==> config.mk <==
export PLATFORM = sky130hd
export DESIGN_NAME = key_select
export DESIGN_NICKNAME = d
export VERILOG_FILES = /design/src/verilog/kyber_param_pkg.sv /design/src/verilog/ct_ctrl_pkg.sv /design/src/verilog/key_select.sv
export SDC_FILE = /design/constraint.sdc
export NUM_CORES = 1
export LEC_CHECK = 0
export BUFFER_PORTS_ARGS = -buffer_cell sky130_fd_sc_hd__buf_2
export CAP_MARGIN = 15
export CORE_ASPECT_RATIO = 1.4
export CORE_MARGIN = 2
export CORE_UTILIZATION = 55
export CTS_CLUSTER_SIZE = 12
export DETAILED_ROUTE_END_ITERATION = 10
export PLACE_DENSITY = 0.73
export RECOVER_POWER = 100
export SYNTH_ARGS = -nofsm -noshare
export SYNTH_HDL_FRONTEND = slang
export SYNTH_SLANG_ARGS = --single-unit
==> constraint.sdc <==
create_clock -name clk -period 50.2 [get_ports clk]
set_input_delay 10.04 -clock clk [delete_from_list [all_inputs] [get_ports clk]]
set_output_delay 10.04 -clock clk [all_outputs]
set_load 0.02 [all_outputs]
==> src/verilog/kyber_param_pkg.sv <==
package kyber_param_pkg;

	typedef logic [2:0] level_t;
	typedef logic [31:0] word_t;
	// wide enough for du = 11
	typedef logic [10:0] coef_t;
	// up to (4 + 1) * 256 coefficients
	typedef logic [10:0] coef_count_t;

	parameter int key_word_count = 8;

	// rejection key, least significant word leaves first
	parameter logic [255:0] reject_z =
		256'h4c71f20323f542376b995b3b1f9148a4aff672a336d78b38b026951e9f92e8cd;

	// u compression width
	function automatic logic [3:0] du_bits(input level_t k);
		return (k == 3'd4) ? 4'd11 : 4'd10;
	endfunction

	// v compression width
	function automatic logic [3:0] dv_bits(input level_t k);
		return (k == 3'd4) ? 4'd5 : 4'd4;
	endfunction

	// k polynomials of u plus one of v
	function automatic coef_count_t coef_total(input level_t k);
		return coef_count_t'((k + 1) * 256);
	endfunction

	function automatic coef_count_t u_count(input level_t k);
		return coef_count_t'(k * 256);
	endfunction

	function automatic logic [8:0] ct_words(input level_t k);
		case (k)
			3'd2: return 9'd192;
			3'd3: return 9'd272;
			default: return 9'd392;
		endcase
	endfunction

endpackage

==> src/verilog/ct_ctrl_pkg.sv <==
package ct_ctrl_pkg;

	// phases of one check run, in the order they are visited
	typedef enum logic [2:0] {
		idle,
		load_ct,
		load_key,
		check,
		emit
	} phase_e;

endpackage

==> src/verilog/key_select.sv <==
`timescale 1ns/1ps

module key_select (
	input logic clk,
	input logic rst,
	input ct_ctrl_pkg::phase_e phase,
	input logic wen,
	input kyber_param_pkg::word_t din,
	input logic equal,
	input logic req_key,
	output logic key_done,
	output logic emit_done,
	output logic valid,
	output kyber_param_pkg::word_t dout
);

	logic [255:0] key;
	logic [255:0] out_key;
	logic [3:0] word_cnt;
	logic take_key;
	logic send_word;

	assign take_key = (phase == ct_ctrl_pkg::load_key) && wen &&
		(word_cnt < 4'(kyber_param_pkg::key_word_count));
	assign send_word = (phase == ct_ctrl_pkg::emit) && req_key &&
		(word_cnt < 4'(kyber_param_pkg::key_word_count));
	assign key_done = (phase == ct_ctrl_pkg::load_key) &&
		(word_cnt == 4'(kyber_param_pkg::key_word_count));
	// the eighth word is on dout now
	assign emit_done = valid && (word_cnt == 4'(kyber_param_pkg::key_word_count));

	// implicit rejection when any coefficient differed
	assign out_key = equal ? key : kyber_param_pkg::reject_z;

	always_ff @(posedge clk) begin
		if (take_key)
			key <= {din, key[255:32]};
		if (send_word)
			dout <= out_key[word_cnt[2:0] * 32 +: 32];
	end

	always_ff @(posedge clk or posedge rst) begin
		if (rst) begin
			word_cnt <= '0;
			valid <= 1'b0;
		end else begin
			valid <= send_word;
			if (phase == ct_ctrl_pkg::idle || phase == ct_ctrl_pkg::check)
				word_cnt <= '0;
			else if (take_key || send_word)
				word_cnt <= word_cnt + 4'd1;
		end
	end

endmodule

==> results of run 1 <==
-- report_power, final --
part / switching, uW / leakage [uW] / internal, uW
Combinational: 30.4 / 0.000976 / 19.2
Sequential: 4.04 / 0.00268 / 274
Clock: 83.1 / 0.000376 / 103
-- metrics by stage --
step | instances | total power, uW
floorplan | 659 | 322
CTS | 997 | 516
detailed placement | 958 | 332
global route | 997 | 529
finish | 997 | 514
global placement | 958 | 330
-- registers in the layout, summed over array words and instances, names as in the netlist --
| signal | cells |
|---|---|
| key | 256 |
| dout | 32 |
| valid | 1 |
| word_cnt | 4 |
-- synth_stat cells (3+ instances only) --
library cell	instances	area (um^2)
buf_2	21	105
or3_1	3	18.8
o21ai_0	17	85.1
buf_4	8	60.1
o211ai_1	3	22.5
edfxtp_1	288	8650
a221o_1	6	60.1
nand2_1	35	131
mux2_2	5	56.3
o32ai_1	3	26.3
a211oi_1	10	75.1
nand3b_1	3	22.5
o31ai_1	3	22.5
a311o_1	3	30.0
buf_6	3	33.8
o21ai_1	5	25.0
nor2b_1	5	31.3
o221ai_1	4	35.0
nor3_1	7	35.0
nor2_1	30	113
inv_1	4	15.0
a22oi_1	6	45.0
mux4_2	14	315
clkbuf_1	8	30.0
and3_1	3	18.8
o21a_1	3	22.5
a21o_1	3	22.5
and2_1	4	25.0
a221oi_1	13	114
nand3_1	5	25.0
mux2i_1	32	320
a21oi_1	42	210
nand2b_1	17	106
dfrtp_1	5	125
-- worst reg2reg max path: stages (launching register included) --
cell and delay (ps):
dfrtp_1 440, nor3_2 170, clkbuf_1 2800, clkbuf_1 3580
-- path summary, 6_finish.rpt --
kind                                    startpoint                      end  depth (start not counted)
hold / removal                  key[195]$_DFFE_PP_       key[163]$_DFFE_PP_                          0
setup / recovery                          phase[0]                 key_done                          3
min in group asynchronous                      rst  word_cnt[0]$_DFFE_PP0P_                          2
max in group asynchronous                      rst  word_cnt[0]$_DFFE_PP0P_                          2
hold reg to reg                 key[195]$_DFFE_PP_       key[163]$_DFFE_PP_                          0
setup reg to reg           word_cnt[3]$_DFFE_PP0P_       key[118]$_DFFE_PP_                          3
-- final cells by class --
type | instances | area share
flip-flops and latches | 293 | 0.697
multi-input cells | 318 | 0.184
clock buffers | 35 | 0.0594
repair buffers | 85 | 0.0306
well taps | 256 | 0.0254
inverters | 6 | 0.00179
clock inverters | 4 | 0.00169
-- cells by family after synthesis --
logic type      share of synthesized area
mux                                0.0608
flops                               0.772
simple gates                       0.0489
fa+ha+maj                         0.00220
compound gates                     0.0912
buf+inv                            0.0238
xor+xnor                          0.00154
-- metal layers --
layer | global-route usage | vias to the layer above
li1 | - | 2755
met1 | 0.287 | 3140
met2 | 0.341 | 303
met3 | 0.0308 | 44
met4 | 0.0685 | 0
met5 | 0 | -
==> out/results.txt, run 1 <==
# IOs = 75
total CTS buffers = 29
Max clock buf depth = 3
Setup CP Type = primary input to output port
Startpoint Class = primary input
met2 wire len = 11500 um
Post-synth EDFFs = 288
Peak Freq = 0.0481 GHz
post-synthesis sequential area ratio = 0.772
Worst-path clk slew = 60 ps
Routed met3 length = 1670 um
clock latency on the worst-skew pair = 530 ps
Root Driver = clkbuf_16
crit-path cells = buf_2 -> nor4b_1 -> clkbuf_1
post-synthesis cell count = 659
FFs w/ async S/R, synth = 0.0171
area of the core = 20400 um^2
commonest non-fill, non-tap cell in the layout = edfxtp_1
Area Overhead vs Synth = 10.8%
Filler Cell Count = 1506
Reg2Reg Setup Slack = 42620 ps
First-pass DRT Iterations = 7
hold_ws = 441 ps
CTS tree = yes
Buf/Inv on CP = 2
max-cap viol count = 5
Routability Congestion = 0.792
Worst Clk Skew = 9.66 ps
final setup violation count = 0
Post-Route M1 WL = 9220 um
setup_tns = 0 ps
Mapped Area = 11400 um^2
most frequent cells in the layout = 288 x edfxtp_1, 50 x clkbuf_1, 42 x a21oi_1
Final Cycle Share = 0.414
post-CTS setup buffers = 0
Die Y = 174 um
DIE WIDTH = 126 um
Leak = 0.00403 uW
highest-delay cell along the critical path = nor4b_1
wire length per cell = 22.9 um
row cnt = 62
htree depth = 1
dpl hpwl = 12700 um
port bufs = 74
Post-Place Worst Slack = 29470 ps
gr usage total = 0.207
die footprint = 21900 um^2
CP arrival = 10750 ps
clk sink count = 293
status = finished, violations left
via count = 6242
count of cell types in the netlist = 62
RSZ-0062 raised after global routing = false
vias in the first global route = 6403
final worst path period need = 20790 ps
Via density = 6.26
Starting Density = 0.557
endpoints failing hold = 0
Max rail drop VDD = 0.0000241 V
failing checks = max-capacitance violations, max-slew violations
Syn Nets = 701
Syn Area/Cell = 17.3 um^2
Total Wirelength = 22900 um
crit end category = output port
Setup WS post-layout = 29410 ps
Finished Cell Area = 12600 um^2
nets = 775
Yosys reg bits = 293
fraction of layout cells with a size suffix above 1 = 0.131
area taken by multi-input logic gates = 2320 um^2
first-pass GRT wire length = 35600 um
Final ANT Viol Nets = 0
global route overflow = 0
worst hold path type = register to register
worst-path maximum fanout = 5
initial antenna violation count = 0
largest net degree at the start of global routing = 95
CP Data Required Time = 40160 ps
Final Max Slew Viols = 356
number of antenna diodes = 0
Remaining DRCs = 0
drt initial violations = 810
worst-margin pin slew = 4810 ps
Top Family by Delay on Critical Path = buffers and inverters
top sig layer = met4
PwrDens = 40.8 nW/um^2
sequential cell area = 8780 um^2
Area after DPL = 11900 um^2
# hold bufs at CTS = 0
post-layout util = 0.618
Largest stage delay, worst path = 300 ps
relative slew slack = -2.21
number of synthesis warnings = 0
post_cts resized = 0
Main synth FF type = edfxtp_1
No activity file was read; power rests on OpenSTA's default activity.
==> run 2, diff against run 1 <==
==> constraint.sdc (replaced) <==
create_clock -name clk -period 20.4 [get_ports clk]
set_input_delay 4.08 -clock clk [delete_from_list [all_inputs] [get_ports clk]]
set_output_delay 4.08 -clock clk [all_outputs]
set_load 0.02 [all_outputs]
==> run 2 against run 1 <==
  * Critical endpoint is now key[227]$_DFFE_PP_
  * Non-clock buffer count fell by 1
  * Design area is essentially flat
  * Register-to-register slack worse by 30000 ps
  * Combinational power rose by 140%
  * Largest power group unchanged
  * Highest routed layer unchanged
  * Clock-buffer cell count is the same
  * The run still ends with max-capacitance violations, max-slew violations left
==> out/results.txt, run 2 (synthesized netlist as in run 1, its figures left out) <==
first-pass GRT wire length = 35900 um (+0.91%)
Area Overhead vs Synth = 10.7% (about the same)
Remaining DRCs = 0 (unchanged)
Startpoint Class = primary input
post-CTS setup buffers = 0 (unchanged)
post-layout util = 0.617 (about the same)
Comb power frac = 0.094 (-0.002)
wire length per cell = 22.8 um (-0.72%)
setup_tns = 0 ps (unchanged)
Post-Place Worst Slack = 11460 ps (-18010 ps)
# IOs = 75 (unchanged)
Worst Clk Skew = 26.2 ps (+16.5 ps)
vias in the first global route = 6514 (+1.7%)
worst hold path type = register to register
port bufs = 74 (unchanged)
Starting Density = 0.557 (unchanged)
clock latency on the worst-skew pair = 540 ps (about the same)
R2R depth = 3 (unchanged)
Design Power = 1260 uW (+150%)
fraction of layout cells with a size suffix above 1 = 0.133 (+0.00171)
global route overflow = 0 (unchanged)
drt initial violations = 640 (-21%)
Worst-path clk slew = 60 ps (about the same)
via count = 6198 (-0.70%)
row cnt = 62 (unchanged)
dpl hpwl = 12600 um (-0.55%)
CTS tree = yes
crit end category = register
nets = 774 (-0.13%)
crit-path cells = clkbuf_1 -> nand3b_1 -> nor3_4 -> clkbuf_1 -> clkbuf_1
most frequent CP cell = clkbuf_1
Hold Path Depth = 0 (unchanged)
Clock power frac = 0.363 (about the same)
number of antenna diodes = 0 (unchanged)
worst-margin pin slew = 4760 ps (-46.4 ps)
endpoints failing hold = 0 (unchanged)
final setup violation count = 0 (unchanged)
final worst path period need = 11110 ps
DIE WIDTH = 126 um (unchanged)
Die Y = 174 um (unchanged)
largest net degree at the start of global routing = 95 (unchanged)
initial antenna violation count = 0 (unchanged)
worst-path maximum fanout = 94 (+89)
Worst path depth = 5 (+2)
die footprint = 21900 um^2 (unchanged)
Largest stage delay, worst path = 3540 ps (+3240 ps)
Routability Congestion = 0.761 (-3.9%)
internal power = 975 uW (+150%)
largest registers = key x256, dout x32, word_cnt x4
Total Wirelength = 22700 um (-0.92%)
Peak Freq = 0.0900 GHz
switching pwr = 287 uW (+140%)
Filler Cell Count = 1488 (-1.2%)
clk sink count = 293 (unchanged)
Leak = 0.00403 uW (about the same)
total CTS buffers = 29 (unchanged)
most frequent cells in the layout = 288 x edfxtp_1, 47 x clkbuf_1, 42 x a21oi_1
highest-delay cell along the critical path = clkbuf_1
Buf/Inv on CP = 3 (+1)
Final Max Slew Viols = 402 (+13%)
area of the core = 20400 um^2 (unchanged)
CP arrival = 11130 ps (+380 ps)
post_cts resized = 0 (unchanged)
status = finished, violations left
CP Data Required Time = 20420 ps (-19740 ps)
gr usage total = 0.208 (+0.000891)
Final Cycle Share = 0.545
Flop pwr share = 0.543 (+0.003)
relative slew slack = -2.18 (+0.0309)
Max rail drop VDD = 0.0000698 V (+190%)
max reg flops = 256 (unchanged)
# hold bufs at CTS = 0 (unchanged)
Top Family by Delay on Critical Path = buffers and inverters
commonest non-fill, non-tap cell in the layout = edfxtp_1
PwrDens = 100 nW/um^2 (+150%)
failing checks = max-capacitance violations, max-slew violations
Max clock buf depth = 3 (unchanged)
Setup WS post-layout = 9290 ps (-20130 ps)
First-pass DRT Iterations = 5 (-2)
Root Driver = clkbuf_16
Setup CP Type = primary input to register
Final ANT Viol Nets = 0 (unchanged)
sw frac = 0.228 (-0.00118)
Largest Register = key
max-cap viol count = 6 (+1)
Via density = 6.23 (-0.51%)
htree depth = 1 (unchanged)
RSZ-0062 raised after global routing = false
[run 2: worst register-to-register path: cells and delay by family (launching register included)]
kind                   cells  cell delay [ps]
AND/OR/NAND/NOR            1              170
flip-flops                 1              450
buffers and inverters      2             6500
[run 2: power by group through the flow]
stage / logic [uW] / registers (uW) / clock network, uW
after floorplan: 95.8 / 693 / 0
after global placement: 115 / 696 / 0
after detailed placement: 119 / 696 / 0
after CTS: 120 / 684 / 469
after global routing: 129 / 687 / 488
final: 119 / 685 / 458
[run 2: worst paths after layout]
check                                        start                 endpoint  slack (ps)
min in group asynchronous                      rst          valid$_DFF_PP0_        3450
setup reg to reg           word_cnt[3]$_DFFE_PP0P_       key[227]$_DFFE_PP_       12720
hold reg to reg                 key[142]$_DFFE_PP_       key[110]$_DFFE_PP_         440
hold / removal                  key[142]$_DFFE_PP_       key[110]$_DFFE_PP_         440
setup / recovery                          phase[2]       key[227]$_DFFE_PP_        9290
max in group asynchronous                      rst  word_cnt[1]$_DFFE_PP0P_       16760
[run 2: final cells by class]
| type | count | area, um^2 | area share |
|---|---|---|---|
| Clock buffer | 35 | 748 | 0.0594 |
| Clock inverter | 3 | 17.5 | 0.00139 |
| Inverter | 6 | 22.5 | 0.00179 |
| Multi-Input combinational cell | 318 | 2320 | 0.185 |
| Sequential cell | 293 | 8770 | 0.697 |
| Tap cell | 256 | 320 | 0.0254 |
| Timing Repair Buffer | 84 | 382 | 0.0303 |
[run 2: metal layers]
metal | GRT usage | routed length, um | vias up
met2 | 0.355 | 11600 | 230
li1 | - | - | 2759
met3 | 0.0311 | 1460 | 36
met4 | 0.0745 | 564 | 0
met1 | 0.273 | 9030 | 3173
met5 | 0 | 0 | -
[run 2: stage by stage]
stage | area, um^2 | std cells | hold WS, ps
2_1_floorplan | 11400 | 659 | 417
3_3_place_gp | 11900 | 957 | 421
3_5_place_dp | 11900 | 957 | 431
4_1_cts | 12700 | 995 | 439
5_1_grt | 12600 | 995 | 455
6_report | 12600 | 995 | 436
