**config.mk**
```make
export PLATFORM = sky130hd
export DESIGN_NAME = ct_unpack_flat
export DESIGN_NICKNAME = d
export VERILOG_FILES = /design/src/verilog/kyber_param_pkg.sv /design/src/verilog/ct_ctrl_pkg.sv /design/src/verilog/coef_if.sv /design/src/verilog/ct_unpack.sv /design/src/flat_wrapper.sv
export SDC_FILE = /design/constraint.sdc
export NUM_CORES = 1
export LEC_CHECK = 0
export BUFFER_PORTS_ARGS = -buffer_cell sky130_fd_sc_hd__buf_4
export CORE_MARGIN = 2
export CORE_UTILIZATION = 58
export DETAILED_ROUTE_END_ITERATION = 6
export GPL_TIMING_DRIVEN = 0
export HOLD_SLACK_MARGIN = 0.12
export PLACE_DENSITY = 0.77
export SLEW_MARGIN = 20
export SYNTH_ARGS = -nofsm -noshare
export SYNTH_HDL_FRONTEND = slang
export SYNTH_SLANG_ARGS = --single-unit
export TNS_END_PERCENT = 10
```
**constraint.sdc**
```tcl
create_clock -name clk -period 12.2 [get_ports clk]
set_clock_uncertainty 0.05 [all_clocks]
set_input_delay 0 -clock clk [delete_from_list [all_inputs] [get_ports clk]]
set_output_delay 0 -clock clk [all_outputs]
set_load 0.02 [all_outputs]
```
**src/verilog/kyber_param_pkg.sv**
```systemverilog
package kyber_param_pkg;

	typedef logic [2:0] level_t;
	typedef logic [31:0] word_t;
	// wide enough for du = 11
	typedef logic [10:0] coef_t;
	// up to (4 + 1) * 256 coefficients
	typedef logic [10:0] coef_count_t;

	parameter int key_word_count = 8;

	// rejection key, least significant word leaves first
	parameter logic [255:0] reject_z =
		256'h4c71f20323f542376b995b3b1f9148a4aff672a336d78b38b026951e9f92e8cd;

	// u compression width
	function automatic logic [3:0] du_bits(input level_t k);
		return (k == 3'd4) ? 4'd11 : 4'd10;
	endfunction

	// v compression width
	function automatic logic [3:0] dv_bits(input level_t k);
		return (k == 3'd4) ? 4'd5 : 4'd4;
	endfunction

	// k polynomials of u plus one of v
	function automatic coef_count_t coef_total(input level_t k);
		return coef_count_t'((k + 1) * 256);
	endfunction

	function automatic coef_count_t u_count(input level_t k);
		return coef_count_t'(k * 256);
	endfunction

	function automatic logic [8:0] ct_words(input level_t k);
		case (k)
			3'd2: return 9'd192;
			3'd3: return 9'd272;
			default: return 9'd392;
		endcase
	endfunction

endpackage

```
**src/verilog/ct_ctrl_pkg.sv**
```systemverilog
package ct_ctrl_pkg;

	// phases of one check run, in the order they are visited
	typedef enum logic [2:0] {
		idle,
		load_ct,
		load_key,
		check,
		emit
	} phase_e;

endpackage

```
**src/verilog/coef_if.sv**
```systemverilog
`timescale 1ns/1ps

interface coef_if;

	kyber_param_pkg::coef_t coef;
	// one cycle strobe, always accepted
	logic valid;
	// coefficient belongs to v
	logic in_v;
	// final coefficient of the ciphertext
	logic last;

	modport source (output coef, valid, in_v, last);
	modport sink (input coef, valid, in_v, last);

endinterface

```
**src/verilog/ct_unpack.sv**
```systemverilog
`timescale 1ns/1ps

module ct_unpack (
	input logic clk,
	input logic rst,
	input ct_ctrl_pkg::phase_e phase,
	input kyber_param_pkg::level_t level,
	input logic wen,
	input kyber_param_pkg::word_t din,
	output logic word_req,
	output logic ct_done,
	coef_if.source coefs
);

	logic [41:0] bit_buf;
	logic [41:0] keep_mask;
	logic [5:0] bit_cnt;
	logic [8:0] word_cnt;
	logic pending;
	logic need_word;
	logic [3:0] width;
	kyber_param_pkg::coef_count_t coef_idx;

	// u coefficients first, v after
	assign coefs.in_v = coef_idx >= kyber_param_pkg::u_count(level);
	assign width = coefs.in_v ? kyber_param_pkg::dv_bits(level) : kyber_param_pkg::du_bits(level);
	assign coefs.valid = (phase == ct_ctrl_pkg::load_ct) && (bit_cnt >= 6'(width));
	assign coefs.coef = bit_buf[10:0] & ((11'd1 << width) - 11'd1);
	assign coefs.last = coef_idx == kyber_param_pkg::coef_total(level) - 11'd1;
	assign ct_done = coefs.valid && coefs.last;

	assign keep_mask = (42'd1 << bit_cnt) - 42'd1;
	assign need_word = !pending && (bit_cnt < 6'(width)) &&
		(word_cnt < kyber_param_pkg::ct_words(level));

	// new word lands above the bits still held, lsb first
	always_ff @(posedge clk) begin
		if (phase == ct_ctrl_pkg::load_ct && wen)
			bit_buf <= (bit_buf & keep_mask) | ({10'd0, din} << bit_cnt);
		else if (coefs.valid)
			bit_buf <= bit_buf >> width;
	end

	always_ff @(posedge clk or posedge rst) begin
		if (rst) begin
			bit_cnt <= '0;
			word_cnt <= '0;
			coef_idx <= '0;
			pending <= 1'b0;
			word_req <= 1'b0;
		end else begin
			word_req <= 1'b0;
			if (phase == ct_ctrl_pkg::idle) begin
				bit_cnt <= '0;
				word_cnt <= '0;
				coef_idx <= '0;
				pending <= 1'b0;
			end else if (phase == ct_ctrl_pkg::load_ct) begin
				word_req <= need_word;
				if (need_word)
					pending <= 1'b1;
				else if (wen)
					pending <= 1'b0;
				if (wen) begin
					bit_cnt <= bit_cnt + 6'd32;
					word_cnt <= word_cnt + 9'd1;
				end else if (coefs.valid) begin
					bit_cnt <= bit_cnt - 6'(width);
					coef_idx <= coef_idx + 11'd1;
				end
			end
		end
	end

	// host writes only in the phases that take words
	assert property (@(posedge clk) disable iff (rst)
		wen |-> phase inside {ct_ctrl_pkg::load_ct, ct_ctrl_pkg::load_key, ct_ctrl_pkg::check});

	// one word per req_c pulse
	assert property (@(posedge clk) disable iff (rst)
		phase == ct_ctrl_pkg::load_ct && wen |-> pending);

	assert property (@(posedge clk) disable iff (rst) bit_cnt <= 6'd42);

endmodule

```
**src/flat_wrapper.sv**
```systemverilog
// flat-port wrapper written by rule: the top's interface ports become plain ports
module ct_unpack_flat 
  (clk, rst, phase, level, wen, din, word_req, ct_done, coefs_coef, coefs_valid, coefs_in_v, coefs_last);
  coef_if coefs_i ();
  input logic clk;
  input logic rst;
  input ct_ctrl_pkg::phase_e phase;
  input kyber_param_pkg::level_t level;
  input logic wen;
  input kyber_param_pkg::word_t din;
  output logic word_req;
  output logic ct_done;
  output wire logic [$bits(coefs_i.coef)-1:0] coefs_coef;
  output wire logic [$bits(coefs_i.valid)-1:0] coefs_valid;
  output wire logic [$bits(coefs_i.in_v)-1:0] coefs_in_v;
  output wire logic [$bits(coefs_i.last)-1:0] coefs_last;
  assign coefs_coef = coefs_i.coef;
  assign coefs_valid = coefs_i.valid;
  assign coefs_in_v = coefs_i.in_v;
  assign coefs_last = coefs_i.last;
  ct_unpack u_core (.clk(clk), .rst(rst), .phase(phase), .level(level), .wen(wen), .din(din), .word_req(word_req), .ct_done(ct_done), .coefs(coefs_i));
endmodule
```
==> report_table.html <==
<table>
<tr><th>Metric</th><th>Value</th></tr>
<tr><th colspan="2">Synth</th></tr>
<tr><td>Top cell type by total area after synthesis</td><td>sky130_fd_sc_hd__edfxtp_1</td></tr>
<tr><td>Most frequent cells after synthesis</td><td>sky130_fd_sc_hd__nand2_1 (123), sky130_fd_sc_hd__nor2_1 (81), sky130_fd_sc_hd__mux2i_1 (74)</td></tr>
<tr><td>Ranking of synthesized cells by area</td><td>sky130_fd_sc_hd__edfxtp_1 (16%), sky130_fd_sc_hd__mux2i_1 (9.5%), sky130_fd_sc_hd__dfrtp_1 (9.0%)</td></tr>
<tr><td>Flops &amp; latches, synth</td><td>70</td></tr>
<tr><td>Share of the synthesized area in the top cell type</td><td>0.1624</td></tr>
<tr><td>Most used standard cell by instance count after synthesis</td><td>sky130_fd_sc_hd__nand2_1</td></tr>
<tr><td>Sequential share of the synthesized area</td><td>0.2527</td></tr>
<tr><td>Yosys synthesis warning count</td><td>0</td></tr>
<tr><td>Unique cell type count in the Yosys netlist</td><td>74</td></tr>
<tr><td>Total nets after synthesis</td><td>982</td></tr>
<tr><td>Avg Cell Area, Syn</td><td>8.439 um2</td></tr>
<tr><td>Post-Synthesis Cell Area</td><td>7764 um2</td></tr>
<tr><td>Main synth FF type</td><td>sky130_fd_sc_hd__edfxtp_1</td></tr>
<tr><td>Post-synth EDFFs</td><td>42</td></tr>
<tr><td>Async set-or-reset flop fraction in the synthesized netlist</td><td>0.4000</td></tr>
<tr><td>Count of mapped cells out of synthesis</td><td>920</td></tr>
<tr><th colspan="2">Timing</th></tr>
<tr><td>Slew margin rel.</td><td>0.2583</td></tr>
<tr><td>Slew Limit Fails</td><td>0</td></tr>
<tr><td>Total negative slack for setup checks</td><td>0 ns</td></tr>
<tr><td>Final Hold Violating Endpoints</td><td>0</td></tr>
<tr><td>RSZ-0062 raised after global routing</td><td>false</td></tr>
<tr><td>Minimum setup slack in the final design</td><td>7.579 ns</td></tr>
<tr><td>Setup-failing EPs final</td><td>0</td></tr>
<tr><td>Maximum clock frequency</td><td>0.2164 GHz</td></tr>
<tr><td>Final critical delay including setup and external delays</td><td>4.621 ns</td></tr>
<tr><td>Portion of the clock cycle consumed by the worst path in the final layout</td><td>0.3788</td></tr>
<tr><td>Minimum hold slack</td><td>0.2469 ns</td></tr>
<tr><td>Transition time at the pin with the least slew margin</td><td>1.104 ns</td></tr>
<tr><th colspan="2">Finish</th></tr>
<tr><td>Count of antenna diodes in the layout</td><td>0</td></tr>
<tr><td>Total number of nets in the final design</td><td>1057</td></tr>
<tr><td>Fraction of layout instances using a drive strength above 1</td><td>0.1690</td></tr>
<tr><td>Layout Cell Area excl Fill</td><td>8790 um2</td></tr>
<tr><td>Area overhead of the layout relative to synthesis</td><td>13.22%</td></tr>
<tr><th colspan="2">Floorplan</th></tr>
<tr><td>Effective utilization at floorplan</td><td>0.5910</td></tr>
<tr><td>Die H</td><td>119.7 um</td></tr>
<tr><td>I/O pin count</td><td>57</td></tr>
<tr><td>Die span in x</td><td>119.7 um</td></tr>
<tr><td>Die Area</td><td>14330 um2</td></tr>
<tr><td>Area of the core</td><td>13140 um2</td></tr>
<tr><td>Number of cell rows</td><td>42</td></tr>
<tr><th colspan="2">Clock tree</th></tr>
<tr><td>Clock H-tree levels</td><td>3</td></tr>
<tr><td>Clock tree from TritonCTS</td><td>done</td></tr>
<tr><td>TritonCTS Buffers</td><td>9</td></tr>
<tr><td>Post-CTS Resized</td><td>0</td></tr>
<tr><td>Clock root buffer</td><td>sky130_fd_sc_hd__clkbuf_16</td></tr>
<tr><td>Clk sinks</td><td>70</td></tr>
<tr><td>CTS Buffer Depth</td><td>2</td></tr>
<tr><td>Register clock-pin slew on the reported worst setup and hold paths</td><td>0.07 ns</td></tr>
<tr><td>Clock latency on the worst-skew pair</td><td>0.36 ns</td></tr>
<tr><th colspan="2">Global route</th></tr>
<tr><td>Number of global-route vias before repair</td><td>8161</td></tr>
<tr><td>First-pass GRT wire length</td><td>50.18 mm</td></tr>
<tr><td>Number of antenna violations at the first check in global routing</td><td>1</td></tr>
<tr><td>GRT busiest layer</td><td>met2</td></tr>
<tr><td>GRT Overall Usage</td><td>0.4735</td></tr>
<tr><td>Grt met1 use</td><td>0.6276</td></tr>
<tr><td>GR met3 Demand/Resource</td><td>0.1459</td></tr>
<tr><td>Maximum number of pins on one net before global-route repair</td><td>31</td></tr>
<tr><td>Grt met2 use</td><td>0.6921</td></tr>
<tr><td>Sum of overflow across all layers after global routing</td><td>0</td></tr>
<tr><th colspan="2">Power</th></tr>
<tr><td>Internal</td><td>758.0 uW</td></tr>
<tr><td>NetSw</td><td>864.4 uW</td></tr>
<tr><td>Relative contribution of the clock network to total power</td><td>0.162</td></tr>
<tr><td>Combinational group share of total power</td><td>0.647</td></tr>
<tr><td>Leakage power total</td><td>3.572 nW</td></tr>
<tr><td>Total power divided by cell area</td><td>184.6 nW/um2</td></tr>
<tr><td>Switching Fraction</td><td>0.5328</td></tr>
<tr><td>Largest voltage drop on the vdd net</td><td>0.0001061 V</td></tr>
<tr><td>Sequential power share</td><td>0.191</td></tr>
<tr><th colspan="2">Setup path</th></tr>
<tr><td>Flop2flop setup slack</td><td>7.58 ns</td></tr>
<tr><td>Worst EP required</td><td>12.42 ns</td></tr>
<tr><td>Worst Path Max Fanout</td><td>11</td></tr>
<tr><td>Arrival time of data at the critical path endpoint</td><td>4.84 ns</td></tr>
<tr><td>Worst reg2reg endpoint</td><td>u_core.coef_idx[3]</td></tr>
<tr><td>Element type at the critical path start</td><td>flip-flop</td></tr>
<tr><td>Number of cells on the worst reg-to-reg path</td><td>16</td></tr>
<tr><td>Critical-path cell list</td><td>inv_1 -&gt; ha_1 -&gt; nor4bb_1 -&gt; a21oi_1 -&gt; o21bai_1 -&gt; buf_2 -&gt; inv_1 -&gt; clkbuf_1 -&gt; fa_1 -&gt; nor2b_1 -&gt; o21ai_1 -&gt; a41oi_2 -&gt; o21ai_1 -&gt; buf_2 -&gt; or4_1 -&gt; o21ai_0</td></tr>
<tr><td>Endpoint of the most critical setup path</td><td>u_core.coef_idx[3]</td></tr>
<tr><td>CP max stage delay</td><td>0.55 ns</td></tr>
<tr><td>Worst Setup Path Type</td><td>flip-flop to flip-flop</td></tr>
<tr><td>Launching point of the worst reg2reg path</td><td>u_core.coef_idx[8]</td></tr>
<tr><td>Startpoint of the worst setup timing path</td><td>u_core.coef_idx[8]</td></tr>
<tr><td>Endpoint class of the critical path</td><td>flip-flop</td></tr>
<tr><td>Worst path slowest cell</td><td>sky130_fd_sc_hd__fa_1</td></tr>
<tr><th colspan="2">Run status</th></tr>
<tr><td>Status</td><td>complete, but fails checks</td></tr>
<tr><td>Violated checks</td><td>DRC</td></tr>
<tr><th colspan="2">Routing</th></tr>
<tr><td>Via Count</td><td>8686</td></tr>
<tr><td>Antenna violation net count after detailed routing</td><td>0</td></tr>
<tr><td>Pre-antenna DRT Iters</td><td>7</td></tr>
<tr><td>Routed wirelength normalized by instance count</td><td>28.60 um</td></tr>
<tr><td>Via density per instance</td><td>7.386</td></tr>
<tr><td>Detailed-route wire length</td><td>33.63 mm</td></tr>
<tr><td>Drt first-iter violations</td><td>1483</td></tr>
<tr><td>DRC viols</td><td>17</td></tr>
<tr><th colspan="2">Placed design</th></tr>
<tr><td>Area after detailed placement</td><td>8432 um2</td></tr>
<tr><td>Half-perimeter wire length after placement</td><td>25.53 mm</td></tr>
<tr><td>Count of buffers from port buffering</td><td>56</td></tr>
<tr><td>Pre-CTS WS</td><td>7.758 ns</td></tr>
<tr><td>Final estimated routing congestion in global placement</td><td>1.164</td></tr>
<tr><th colspan="2">Run</th></tr>
<tr><td>Max-cap violations</td><td>0</td></tr>
<tr><th colspan="2">Worst hold path</th></tr>
<tr><td>Class of the worst hold path</td><td>input port to asynchronous set/reset pin</td></tr>
</table>
==> worst min path at each step <==
stage | start | end | slack [ns] | depth (start not counted)
2_1_floorplan | rst | u_core.bit_cnt[0] | 0.02 | 1
3_3_place_gp | phase[0] | u_core.bit_cnt[5] | 0.25 | 3
3_5_place_dp | phase[0] | u_core.bit_cnt[5] | 0.26 | 3
4_1_cts | din[0] | u_core.bit_buf[16] | 0.22 | 5
5_1_grt | din[0] | u_core.bit_buf[16] | 0.31 | 5
6_report | rst | u_core.word_cnt[0] | 0.25 | 3
==> kinds of logic (layout without fill, tap and decap cells) <==
family | Yosys count | in the layout | synth area share
flip-flops | 70 | 70 | 0.2527
AND/OR/NAND/NOR | 314 | 314 | 0.1849
AO/OA/AOI/OAI | 264 | 264 | 0.2268
XOR/XNOR | 19 | 19 | 0.02143
adder cells (fa/ha/maj) | 21 | 21 | 0.03481
multiplexers | 127 | 127 | 0.2013
buffers and inverters | 105 | 185 | 0.07816
==> final cells by class <==
class                   count  area [um2]
multi-input cells         745        5202
fillers                  1099        4348
flip-flops and latches     70        1962
repair buffers             64       510.5
plain buffers              76       498.0
clock buffers               9       225.2
well taps                 176       220.2
inverters                  29       108.9
clock inverters             7       62.56
==> routing by layer <==
| layer | up-vias | routed length (um) | share of wire |
|---|---|---|---|
| met5 | - | 0 | 0 |
| met4 | 0 | 2055 | 0.061 |
| met3 | 183 | 4924 | 0.15 |
| met2 | 863 | 14020 | 0.42 |
| met1 | 4030 | 12630 | 0.38 |
| li1 | 3610 | - | - |
==> worst max-delay path, delay by kind of cell (launching register included) <==
family / cells / cell delay (ns)
AO/OA/AOI/OAI: 6 / 1.26
buffers and inverters: 5 / 1.03
AND/OR/NAND/NOR: 3 / 0.96
adder cells (fa/ha/maj): 2 / 0.86
flip-flops: 1 / 0.37
==> power by group through the flow <==
stage / clock network (mW) / registers, mW / logic, mW
6_report: 0.263 / 0.310 / 1.05
5_1_grt: 0.271 / 0.311 / 1.07
4_1_cts: 0.262 / 0.307 / 0.975
3_5_place_dp: 0 / 0.312 / 0.967
3_3_place_gp: 0 / 0.312 / 0.967
2_1_floorplan: 0 / 0.301 / 0.630
==> flip-flops by register name, summed over array words and instances, names as in the netlist <==
register / count
u_core.word_cnt: 9
u_core.bit_cnt: 6
u_core.pending: 1
u_core.word_req: 1
u_core.coef_idx: 11
u_core.bit_buf: 42
==> repair_timing <==
item	in CTS	in global routing
hold buffers	7	0
setup buffers	0	0
hold endpoints to repair	40	0
==> cells in the final DEF (no fill, tap or decap), drive strengths merged, types with 8 or more instances in the layout <==
master,synthesis,routed
a211oi,9,9
a21oi,63,63
a221oi,14,14
a22oi,9,9
a31oi,8,8
and3,11,11
buf,30,87
clkbuf,46,55
dfrtp,28,28
edfxtp,42,42
ha,20,20
inv,26,31
mux2,35,35
mux2i,74,74
mux4,18,18
nand2,123,123
nand3,23,23
nand4,8,8
nor2,81,81
nor3,16,16
o211ai,13,13
o21ai,60,60
o221ai,9,9
o22ai,11,11
o31ai,11,11
or4,8,8
xnor2,11,11
xor2,8,8
==> metrics by stage <==
| step | power (mW) | cells | util |
|---|---|---|---|
| after CTS | 1.545 | 1176 | 0.6690 |
| after global routing | 1.655 | 1176 | 0.6690 |
| after floorplan | 0.9307 | 920 | - |
| after detailed placement | 1.279 | 1153 | 0.6418 |
| final | 1.622 | 1176 | 0.6690 |
| after global placement | 1.278 | 1152 | 0.6397 |
Note: power is estimated with default switching activity, not from simulation.
