<file path="config.mk">
export PLATFORM = sky130hd
export DESIGN_NAME = ct_sequencer
export DESIGN_NICKNAME = d
export VERILOG_FILES = /design/src/verilog/kyber_param_pkg.sv /design/src/verilog/ct_ctrl_pkg.sv /design/src/verilog/ct_sequencer.sv
export SDC_FILE = /design/constraint.sdc
export NUM_CORES = 1
export LEC_CHECK = 0
export ABC_CLOCK_PERIOD_IN_PS = 3300
export CAP_MARGIN = 20
export CORE_AREA = 2 2 39 41
export DETAILED_ROUTE_END_ITERATION = 12
export DIE_AREA = 0 0 41 43
export DONT_BUFFER_PORTS = 1
export MAX_ROUTING_LAYER = met4
export PLACE_DENSITY = 0.46
export SLEW_MARGIN = 20
export SYNTH_ARGS = -nofsm -noshare
export SYNTH_HDL_FRONTEND = slang
export SYNTH_SLANG_ARGS = --single-unit
</file>
<file path="constraint.sdc">
create_clock -name clk -period 3.3 [get_ports clk]
set_input_delay 0.165 -clock clk [delete_from_list [all_inputs] [get_ports clk]]
set_output_delay 0.165 -clock clk [all_outputs]
set_load 0.05 [all_outputs]
</file>
<file path="src/verilog/kyber_param_pkg.sv">
package kyber_param_pkg;

	typedef logic [2:0] level_t;
	typedef logic [31:0] word_t;
	// wide enough for du = 11
	typedef logic [10:0] coef_t;
	// up to (4 + 1) * 256 coefficients
	typedef logic [10:0] coef_count_t;

	parameter int key_word_count = 8;

	// rejection key, least significant word leaves first
	parameter logic [255:0] reject_z =
		256'h4c71f20323f542376b995b3b1f9148a4aff672a336d78b38b026951e9f92e8cd;

	// u compression width
	function automatic logic [3:0] du_bits(input level_t k);
		return (k == 3'd4) ? 4'd11 : 4'd10;
	endfunction

	// v compression width
	function automatic logic [3:0] dv_bits(input level_t k);
		return (k == 3'd4) ? 4'd5 : 4'd4;
	endfunction

	// k polynomials of u plus one of v
	function automatic coef_count_t coef_total(input level_t k);
		return coef_count_t'((k + 1) * 256);
	endfunction

	function automatic coef_count_t u_count(input level_t k);
		return coef_count_t'(k * 256);
	endfunction

	function automatic logic [8:0] ct_words(input level_t k);
		case (k)
			3'd2: return 9'd192;
			3'd3: return 9'd272;
			default: return 9'd392;
		endcase
	endfunction

endpackage

</file>
<file path="src/verilog/ct_ctrl_pkg.sv">
package ct_ctrl_pkg;

	// phases of one check run, in the order they are visited
	typedef enum logic [2:0] {
		idle,
		load_ct,
		load_key,
		check,
		emit
	} phase_e;

endpackage

</file>
<file path="src/verilog/ct_sequencer.sv">
`timescale 1ns/1ps

module ct_sequencer (
	input logic clk,
	input logic rst,
	input logic start,
	input kyber_param_pkg::level_t k,
	input logic ct_done,
	input logic key_done,
	input logic check_done,
	input logic emit_done,
	input logic word_req,
	output ct_ctrl_pkg::phase_e phase,
	output kyber_param_pkg::level_t level,
	output logic req_c,
	output logic ready_key
);

	ct_ctrl_pkg::phase_e phase_nxt;

	always_comb begin
		phase_nxt = phase;
		case (phase)
			ct_ctrl_pkg::idle: begin
				if (start)
					phase_nxt = ct_ctrl_pkg::load_ct;
			end
			ct_ctrl_pkg::load_ct: begin
				if (ct_done)
					phase_nxt = ct_ctrl_pkg::load_key;
			end
			ct_ctrl_pkg::load_key: begin
				if (key_done)
					phase_nxt = ct_ctrl_pkg::check;
			end
			ct_ctrl_pkg::check: begin
				if (check_done)
					phase_nxt = ct_ctrl_pkg::emit;
			end
			ct_ctrl_pkg::emit: begin
				if (emit_done)
					phase_nxt = ct_ctrl_pkg::idle;
			end
			default: phase_nxt = ct_ctrl_pkg::idle;
		endcase
	end

	always_ff @(posedge clk or posedge rst) begin
		if (rst) begin
			phase <= ct_ctrl_pkg::idle;
			level <= 3'd2;
		end else begin
			phase <= phase_nxt;
			// security level is fixed for the whole run
			if (phase == ct_ctrl_pkg::idle && start)
				level <= k;
		end
	end

	// paced by unpack while loading c, free running for K and the re-encrypted stream
	assign req_c = (phase == ct_ctrl_pkg::load_ct) ? word_req :
		(phase == ct_ctrl_pkg::load_key || phase == ct_ctrl_pkg::check);
	assign ready_key = (phase == ct_ctrl_pkg::emit);

	// a run only begins on start
	assert property (@(posedge clk) disable iff (rst)
		phase == ct_ctrl_pkg::idle && !start |=> phase == ct_ctrl_pkg::idle);

	// unpack asks for one word at a time
	assert property (@(posedge clk) disable iff (rst)
		phase == ct_ctrl_pkg::load_ct && req_c |=> !req_c);

endmodule

</file>
==> run metrics, run 1 <==
r2r startpoint=phase[2]$_DFFE_PP0P_; # nets final=40; Chip Width=41 µm; Mean Syn Cell Area=12.72 µm²; Worst slew margin=40.78%; Min-Delay Path Class=primary input to flip-flop; via count=210; final RePlAce weighted congestion=0.5712; Post-route DRC=0; most common cell in the netlist=dfrtp_1; cell depth of the worst setup path=2; Max clock buf depth=2; I/O Buffers=0; final worst-path cycle share=61.35%; initial core utilization=22.06%; largest net degree at the start of global routing=10; synth warn=0; WHS Endpoint=level[1]$_DFFE_PP1P_; CTS clk-pin slew, worst paths=50 ps; Required @ worst endpoint=3130 ps; final hold slack=61.90 ps; global route overflow=0; I/O pin cnt=19; max incr delay on CP=780 ps; worst-path fanout max=8; Min Clock Period, post-route=2025 ps; Yosys cell types=16; CTS tree=built; fill cell count=146; worst-skew pair later-pin latency=250 ps; worst-margin pin slew=884.4 ps; HP Start=k[1]; final instance area=361.6 µm²; Async S/R FF share, synth=100.0%; Seq/Total Area, Yosys=49.59%; htree depth=1; Core Area=0.001384 mm²; DR WL/cell=13.20 µm; nature of the critical path endpoint=primary output; initial antenna violation count=0; drt pass-1 iters=2; post-cts resize count=0; post-synthesis cell area=305.3 µm²; Max Fclk=493.9 MHz; Final setup viols=0; r2r endpoint=phase[2]$_DFFE_PP0P_; RSZ-0062 raised after global routing=no; hold path cells=1; synth top area cells=dfrtp_1 41%, mux2_1 11%, dfstp_2 8.6%, nor4b_4 7.8%, a21bo_2 3.3%; number of synthesized flops with an enable pin=0; Hold-fix buffers, CTS=1; Antenna Cells=0; via/cell ratio=4.773; top-area cell type share of the netlist area=40.98%; crit path kind=flip-flop to primary output; die area=0.001763 mm²; synthesized flop and latch total=6; layout cells sized above 1=25.00%; Worst path top cell family by delay=flip-flops; post-synth top area cell=dfrtp_1; DR iter-0 viols=1; Max Cap Viol=0; Die Y=43 µm; FP Rows=14; skew final=10.03 ps; Mapped Nets=35; crit path cell chain=a21oi_1, nor2_1; Area growth, synth to finish=18.44%; first-pass GRT wire length=793 µm; Worst path slowest cell=dfrtp_1; worst r2r path cells=2; buffers plus inverters on the worst setup path=0; postcts setup bufs=0; final setup TNS=0 ps; number of nets still failing antenna checks after routing=0; CP Launch Point=phase[0]$_DFFE_PP0P_; crit path launch type=flip-flop; DP Area=325.3 µm²; fin. max-slew vios=0; Mapped Cells=24; CP arrival=1860 ps; CTS sink count=6; vias in the first global route=214; WL final=581 µm; Main synth FF type=dfrtp_1; synth cell count leaders=5 x dfrtp_1, 3 x mux2_1, 2 x a21oi_1, 2 x inv_1; All-Layer GR Usage=8.170%; CTS root buf=clkbuf_4; final hold vios=0; outcome=complete, no violations; Inserted Clock Buffers=3; internal reg-to-reg setup slack=1420 ps
==> worst max-delay path by stage <==
stage	to	slack [ps]
final	req_c	1280
after global routing	req_c	1150
after CTS	req_c	1250
after detailed placement	phase[2]$_DFFE_PP0P_	1410
after global placement	phase[2]$_DFFE_PP0P_	1460
after floorplan	phase[2]$_DFFE_PP0P_	1000
==> flip-flops by register name (all words and copies together) (netlist names) <==
name / cells
level: 3
phase: 3
==> cell type report <==
type	count	area (µm²)	share of cell area (%)
well taps	16	20.02	5.536
inverters	2	7.507	2.076
multi-input cells	15	146.4	40.48
clock buffers	4	26.28	7.266
flip-flops and latches	6	151.4	41.87
repair buffers	1	10.01	2.768
==> cells by family (layout without fill, tap and decap cells) <==
group / after synthesis / in the layout / share of synthesized area, %
buf+inv: 3 / 7 / 4.098
mux: 4 / 4 / 14.34
simple gates: 6 / 6 / 19.26
compound gates: 5 / 5 / 12.71
flops: 6 / 6 / 49.59
==> worst register-to-register path: stages (launching register included) <==
cell	delay, ps
dfrtp_1	760
nor3b_2	840
a32o_1	220
==> per-stage QoR <==
step,utilization [%],setup WS (ps),instances
3_5_place_dp,23.51,1412,39
6_report,26.13,1275,44
3_3_place_gp,23.51,1455,39
5_1_grt,26.13,1148,44
4_1_cts,26.13,1251,44
2_1_floorplan,-,1001,24
==> metal layers <==
metal | GRT usage (%) | vias to the layer above | part of all wire (%)
met3 | 4.712 | 0 | 10
met2 | 12.50 | 11 | 58
met5 | - | - | 0
met1 | 4.902 | 105 | 31
li1 | - | 94 | -
met4 | 10.00 | 0 | 0
==> cells in the final DEF, fill, tap and decap left out, types with 2 or more instances in the layout <==
| cell type | n |
|---|---|
| mux2_1 | 3 |
| inv_1 | 2 |
| clkbuf_4 | 3 |
| dfrtp_1 | 5 |
| a21oi_1 | 2 |
Power of run 1 is left out: the tool's default activity adds up to more than one toggle a clock period on the data nets, which glitch-free logic cannot reach.
==> run 2: changes to the inputs <==
- ABC_AREA: default -> 1
- ABC_CLOCK_PERIOD_IN_PS: 3300 -> 1900
- PLACE_DENSITY: 0.46 -> 0.52
- clock period: 3.3 -> 1.9 ns (I/O delays scaled with it)
==> run 2 against run 1 <==
Count of clock-buffer cells in the layout unchanged. Hold slack gained 5.3 ps. Design area rose by 40%. Area after synthesis increased by 24%. Clock skew down 6.3 ps. Flip-flop and latch count did not move. Register-to-register slack worse by 690 ps. Sequential share of layout area fell by 12 points. Setup slack got worse by 800 ps. Critical path depth increased by 3. Global-route usage is 3.2 points higher. Critical endpoint unchanged. Largest cell class is now multi-input combinational cells.
==> run metrics, run 2 <==
die area=0.001763 mm² (unchanged); final setup TNS=0 ps (unchanged); synth top area cells=dfrtp_1 33%, nand2_1 12%, inv_1 9.9%, nand3_1 9.2%, dfstp_2 6.9% (was dfrtp_1 41%, mux2_1 11%, dfstp_2 8.6%, nor4b_4 7.8%, a21bo_2 3.3%); most common cell in the netlist=nand2_1 (was dfrtp_1); CTS root buf=clkbuf_4 (unchanged); Worst slew margin=67.92% (was 40.78%); worst r2r path cells=5 (was 2); final worst-path cycle share=74.79%; Mapped Cells=54 (was 24); postcts setup bufs=0 (unchanged); layout cells sized above 1=26.87% (was 25.00%); skew final=3.763 ps (was 10.03 ps); fin. max-slew vios=0 (unchanged); Async S/R FF share, synth=100.0% (unchanged); Max Cap Viol=0 (unchanged); final hold vios=0 (unchanged); DR iter-0 viols=7 (was 1); crit path launch type=flip-flop (unchanged); Area growth, synth to finish=33.99% (was 18.44%); first-pass GRT wire length=1304 µm (was 793 µm); DR WL/cell=9.337 µm (was 13.20 µm); hold path cells=3 (was 1); Worst path top cell family by delay=buffers and inverters (was flip-flops); # nets final=79 (was 40); number of nets still failing antenna checks after routing=0 (unchanged); I/O pin cnt=19 (unchanged); Main synth FF type=dfrtp_1 (unchanged); initial core utilization=27.40% (was 22.06%); nature of the critical path endpoint=primary output (unchanged); WHS Endpoint=phase[2]$_DFFE_PP0P_ (was level[1]$_DFFE_PP1P_); number of synthesized flops with an enable pin=0 (unchanged); synth cell count leaders=12 x nand2_1, 10 x inv_1, 7 x nand3_1 (was 5 x dfrtp_1, 3 x mux2_1, 2 x a21oi_1, 2 x inv_1); buffers plus inverters on the worst setup path=3 (was 0); Die Y=43 µm (unchanged); vias in the first global route=361 (was 214); r2r startpoint=phase[2]$_DFFE_PP0P_ (unchanged); post-cts resize count=0 (unchanged); Power Dens Cells=2175 mW/mm²; Worst path slowest cell=dfrtp_1 (unchanged); internal reg-to-reg setup slack=730 ps (was 1420 ps); final instance area=508.0 µm² (was 361.6 µm²); Max clock buf depth=2 (unchanged); CP arrival=1330 ps (was 1860 ps); Hold-fix buffers, CTS=4 (was 1); Inserted Clock Buffers=3 (unchanged); largest net degree at the start of global routing=7 (was 10); CTS tree=built (unchanged); commonest non-fill, non-tap cell in the layout=nand2_1 (was dfrtp_1); Final setup viols=0 (unchanged); top-area cell type share of the netlist area=33.00% (was 40.98%); DP Area=441.7 µm² (was 325.3 µm²); crit path cell chain=buf_4, inv_1, o21ai_0, nor2_1, buf_4 (was a21oi_1, nor2_1); initial antenna violation count=0 (unchanged); via/cell ratio=4.458 (was 4.773); Max Fclk=703.7 MHz; synthesized flop and latch total=6 (unchanged); I/O Buffers=0 (unchanged); outcome=complete, no violations (unchanged); RSZ-0062 raised after global routing=no (unchanged); All-Layer GR Usage=11.33% (was 8.170%); worst-margin pin slew=481.3 ps (was 884.4 ps); Antenna Cells=0 (unchanged); final RePlAce weighted congestion=0.7252 (was 0.5712); Min-Delay Path Class=primary input to flip-flop (unchanged); Mapped Nets=65 (was 35); HPWL Detailed=605.1 µm; worst-skew pair later-pin latency=240 ps (was 250 ps); Regs by FF count=level: 3 flops, phase: 3 flops (unchanged); htree depth=1 (unchanged); max incr delay on CP=410 ps (was 780 ps); post-synth top area cell=dfrtp_1 (unchanged); post-synthesis cell area=379.1 µm² (was 305.3 µm²); crit path kind=flip-flop to primary output (unchanged); Yosys cell types=16 (unchanged); maximum VDD drop=0.001147 V; Crit path top cell by count=buf_4; commonest non-fill, non-tap cells in the layout=12 x nand2_1, 10 x inv_1, 7 x nand3_1 (was 5 x dfrtp_1, 3 x mux2_1, 3 x clkbuf_4); Post-route DRC=0 (unchanged); via count=370 (was 210); Min Clock Period, post-route=1421 ps; global route overflow=0 (unchanged); FP Rows=14 (unchanged); worst-path fanout max=4 (was 8); Core Area=0.001384 mm² (unchanged); synth warn=0 (unchanged); Required @ worst endpoint=1800 ps (was 3130 ps); Mean Syn Cell Area=7.021 µm² (was 12.72 µm²); CTS clk-pin slew, worst paths=50 ps (about the same); Chip Width=41 µm (unchanged); r2r endpoint=phase[1]$_DFFE_PP0P_ (was phase[2]$_DFFE_PP0P_); HP Start=emit_done (was k[1]); Seq/Total Area, Yosys=39.93% (was 49.59%); Pleak=0.2904 nW; WL final=775 µm (was 581 µm); drt pass-1 iters=4 (was 2); CTS sink count=6 (unchanged)
[run 2: changes by cell type after synthesis, sizes merged, moves of 2 or more]
cell and change:
nor2 +5, nand2 +13, inv +11, o21ai +4
o21bai +2, nand3 +8, mux2 -3, a21oi -2
[run 2: metal layers]
metal	up-vias	global-route usage [%]	wire length, µm
li1	191	-	-
met3	0	4.712	70
met5	-	-	0
met4	0	6.000	0
met2	20	15.31	352
met1	159	13.95	352
[run 2: how the worst max path moves through the flow]
stage / start / end / slack [ps] / depth (start not counted)
final: phase[2]$_DFFE_PP0P_ / req_c / 480 / 5
after global routing: phase[2]$_DFFE_PP0P_ / req_c / 330 / 5
after CTS: phase[2]$_DFFE_PP0P_ / req_c / 460 / 5
after detailed placement: phase[2]$_DFFE_PP0P_ / req_c / 730 / 5
after global placement: phase[2]$_DFFE_PP0P_ / phase[1]$_DFFE_PP0P_ / 730 / 5
after floorplan: phase[1]$_DFFE_PP0P_ / req_c / 260 / 2
[run 2: metrics by stage]
step	utilization, %	total power, W	worst slack, ps	hold WS (ps)	instances
2_1_floorplan	-	0.0008289	255.9	-114.8	54
3_3_place_gp	31.92	0.0009736	734.8	-89.03	75
3_5_place_dp	31.92	0.0009751	734.8	-88.20	75
4_1_cts	36.71	0.001117	462.8	60.76	83
5_1_grt	36.71	0.001192	333.1	93.45	83
6_report	36.71	0.001105	479.0	67.17	83
[run 2: cells by family (layout without fill, tap and decap cells)]
logic type,after synthesis,count (layout),synth area share [%]
DFF,6,6,39.94
and+or+nand+nor,29,29,37.95
AOI/OAI and AO/OA,6,6,9.237
buffers and inverters,13,26,12.87
[run 2: power breakdown]
group          total (W)  internal [W]  switching, W
logic           0.000610      0.000190      0.000420
registers       0.000367      0.000199      0.000168
clock network   0.000128     0.0000797     0.0000484
[run 2: worst reg2reg max path: cells and delay by family (launching register included)]
kind / cells / cell delay, ps
simple gates: 3 / 300
flops: 1 / 410
compound gates: 1 / 140
buf+inv: 1 / 210
[run 2: area by class of cell]
| class | count | area, µm² |
|---|---|---|
| clock buffers | 4 | 26.28 |
| repair buffers | 9 | 77.57 |
| flip-flops and latches | 6 | 151.4 |
| multi-input cells | 35 | 183.9 |
| inverters | 13 | 48.80 |
| fillers | 149 | 875.8 |
| well taps | 16 | 20.02 |
Note: power is estimated with default switching activity, not from simulation.
==> run 3: changes to the inputs <==
- ABC_CLOCK_PERIOD_IN_PS: 1900 -> 1360
- clock period: 1.9 -> 1.36 ns (I/O delays scaled with it)
==> run 3 against run 2 <==
Clock power grew 44%. Die area is the same. Clock skew is essentially flat.
==> run metrics, run 3 (synthesis results as in run 2) <==
outcome=complete, no violations (unchanged); Max Cap Viol=0 (unchanged); r2r startpoint=phase[2]$_DFFE_PP0P_ (unchanged); initial antenna violation count=0 (unchanged); Design Power=0.001762 W (was 0.001105 W); Worst path top cell family by delay=flip-flops (was buffers and inverters); hold path cells=3 (unchanged); layout cells sized above 1=34.78% (was 26.87%); I/O pin cnt=19 (unchanged); first-pass GRT wire length=1255 µm (was 1304 µm); CTS clk-pin slew, worst paths=50 ps (about the same); fin. max-slew vios=0 (unchanged); final hold slack=37.18 ps (was 67.17 ps); Required @ worst endpoint=1290 ps (was 1800 ps); # nets final=81 (was 79); final RePlAce weighted congestion=0.8647 (was 0.7252); CTS sink count=6 (unchanged); HPWL Detailed=656.7 µm (was 605.1 µm); final hold vios=0 (unchanged); CTS root buf=clkbuf_4 (unchanged); Final Util=41.41% (was 36.71%); final instance area=573.1 µm² (was 508.0 µm²); WL final=811 µm (was 775 µm); Chip Width=41 µm (unchanged); DR WL/cell=9.541 µm (was 9.337 µm); Antenna Cells=0 (unchanged); Min Clock Period, post-route=1296 ps; Max clock buf depth=2 (unchanged); Post-route DRC=0 (unchanged); via count=378 (was 370); cell count after placement=77 (was 75); CP arrival=1230 ps (was 1330 ps); commonest non-fill, non-tap cells in the layout=12 x nand2_1, 10 x inv_1, 7 x nand3_1 (unchanged); initial core utilization=27.40% (unchanged); worst-path fanout max=5 (was 4); worst r2r path cells=6 (was 5); HP Start=emit_done (unchanged); I/O Buffers=0 (unchanged); drt pass-1 iters=4 (unchanged); non-filler cells, final=85 (was 83); RSZ-0062 raised after global routing=no (unchanged); CTS tree=built (unchanged); crit path cell chain=buf_6, nor3_4, buf_12 (was buf_4, inv_1, o21ai_0, nor2_1, buf_4); crit path launch type=flip-flop (unchanged); Max Fclk=771.6 MHz; maximum VDD drop=0.001025 V (was 0.001147 V); buffers plus inverters on the worst setup path=2 (was 3); Area growth, synth to finish=51.16% (was 33.99%); Inserted Clock Buffers=3 (unchanged); crit path kind=flip-flop to primary output (unchanged); WHS Endpoint=phase[2]$_DFFE_PP0P_ (unchanged); Pleak=0.3074 nW (was 0.2904 nW); DP Area=498.0 µm² (was 441.7 µm²); FP Rows=14 (unchanged); Final setup viols=0 (unchanged); r2r endpoint=phase[1]$_DFFE_PP0P_ (unchanged); DR iter-0 viols=10 (was 7); internal reg-to-reg setup slack=160 ps (was 730 ps); largest net degree at the start of global routing=8 (was 7); worst-margin pin slew=468.4 ps (was 481.3 ps); nature of the critical path endpoint=primary output (unchanged); Worst slew margin=68.78% (was 67.92%); via/cell ratio=4.447 (was 4.458); Worst path slowest cell=dfrtp_2 (was dfrtp_1); All-Layer GR Usage=10.70% (was 11.33%); Die Y=43 µm (unchanged); number of nets still failing antenna checks after routing=0 (unchanged); Core Area=0.001384 mm² (unchanged); max incr delay on CP=440 ps (was 410 ps); worst-skew pair later-pin latency=240 ps (about the same); vias in the first global route=362 (was 361); final worst-path cycle share=95.29%; skew final=3.460 ps (was 3.763 ps); global route overflow=0 (unchanged); Power Dens Cells=3074 mW/mm² (was 2175 mW/mm²); Min-Delay Path Class=primary input to flip-flop (unchanged); Regs by FF count=level: 3 flops, phase: 3 flops (unchanged); commonest non-fill, non-tap cell in the layout=nand2_1 (unchanged); htree depth=1 (unchanged); postcts setup bufs=0 (unchanged); die area=0.001763 mm² (unchanged)
-- run 3: power breakdown --
group,total [W],leakage (nW),switching (W),internal (W)
Sequential,0.000491,0.0696,0.000204,0.000287
Clock,0.000184,0.0150,0.0000720,0.000112
Combinational,0.00109,0.223,0.000679,0.000408
-- run 3: per-stage QoR --
| stage | setup WS [ps] | setup TNS, ps |
|---|---|---|
| after global placement | 178.3 | 0 |
| after detailed placement | 165.7 | 0 |
| final | 64.03 | 0 |
| after floorplan | -18.43 | -18.43 |
| after global routing | 22.40 | 0 |
| after CTS | 9.964 | 0 |
-- run 3: worst max-delay path by stage --
stage	start	to	slack [ps]	depth (start not counted)
finish	phase[0]$_DFFE_PP0P_	ready_key	60	3
global route	phase[0]$_DFFE_PP0P_	ready_key	20	3
CTS	phase[0]$_DFFE_PP0P_	ready_key	10	3
detailed placement	phase[2]$_DFFE_PP0P_	phase[1]$_DFFE_PP0P_	170	6
global placement	phase[2]$_DFFE_PP0P_	phase[1]$_DFFE_PP0P_	180	6
floorplan	phase[2]$_DFFE_PP0P_	ready_key	-20	2
-- run 3: repair_timing --
action / in CTS / in global routing
gates resized for setup: 0 / 4
endpoints found under the setup margin: 0 / 2
hold endpoints to repair: 9 / 0
hold buffers: 4 / 0
-- run 3: per-layer routing --
| metal | GRT usage (%) | part of all wire, % | vias up |
|---|---|---|---|
| li1 | - | - | 196 |
| met1 | 10.93 | 40 | 164 |
| met2 | 16.56 | 49 | 18 |
| met3 | 4.188 | 11 | 0 |
| met4 | 6.000 | 0 | 0 |
| met5 | - | 0 | - |
-- run 3: cell type report --
class                           count  area [µm²]
Sequential cell                     6       155.1
Clock buffer                        4       26.28
Timing Repair Buffer               11       125.1
Inverter                           13       48.80
Tap cell                           16       20.02
Fill cell                         156       810.8
Multi-Input combinational cell     35       197.7
-- run 3: tightest hold or removal path: cells and delay by family --
family	cells	cell delay, ps
buffers and inverters	1	30
and+or+nand+nor	2	150
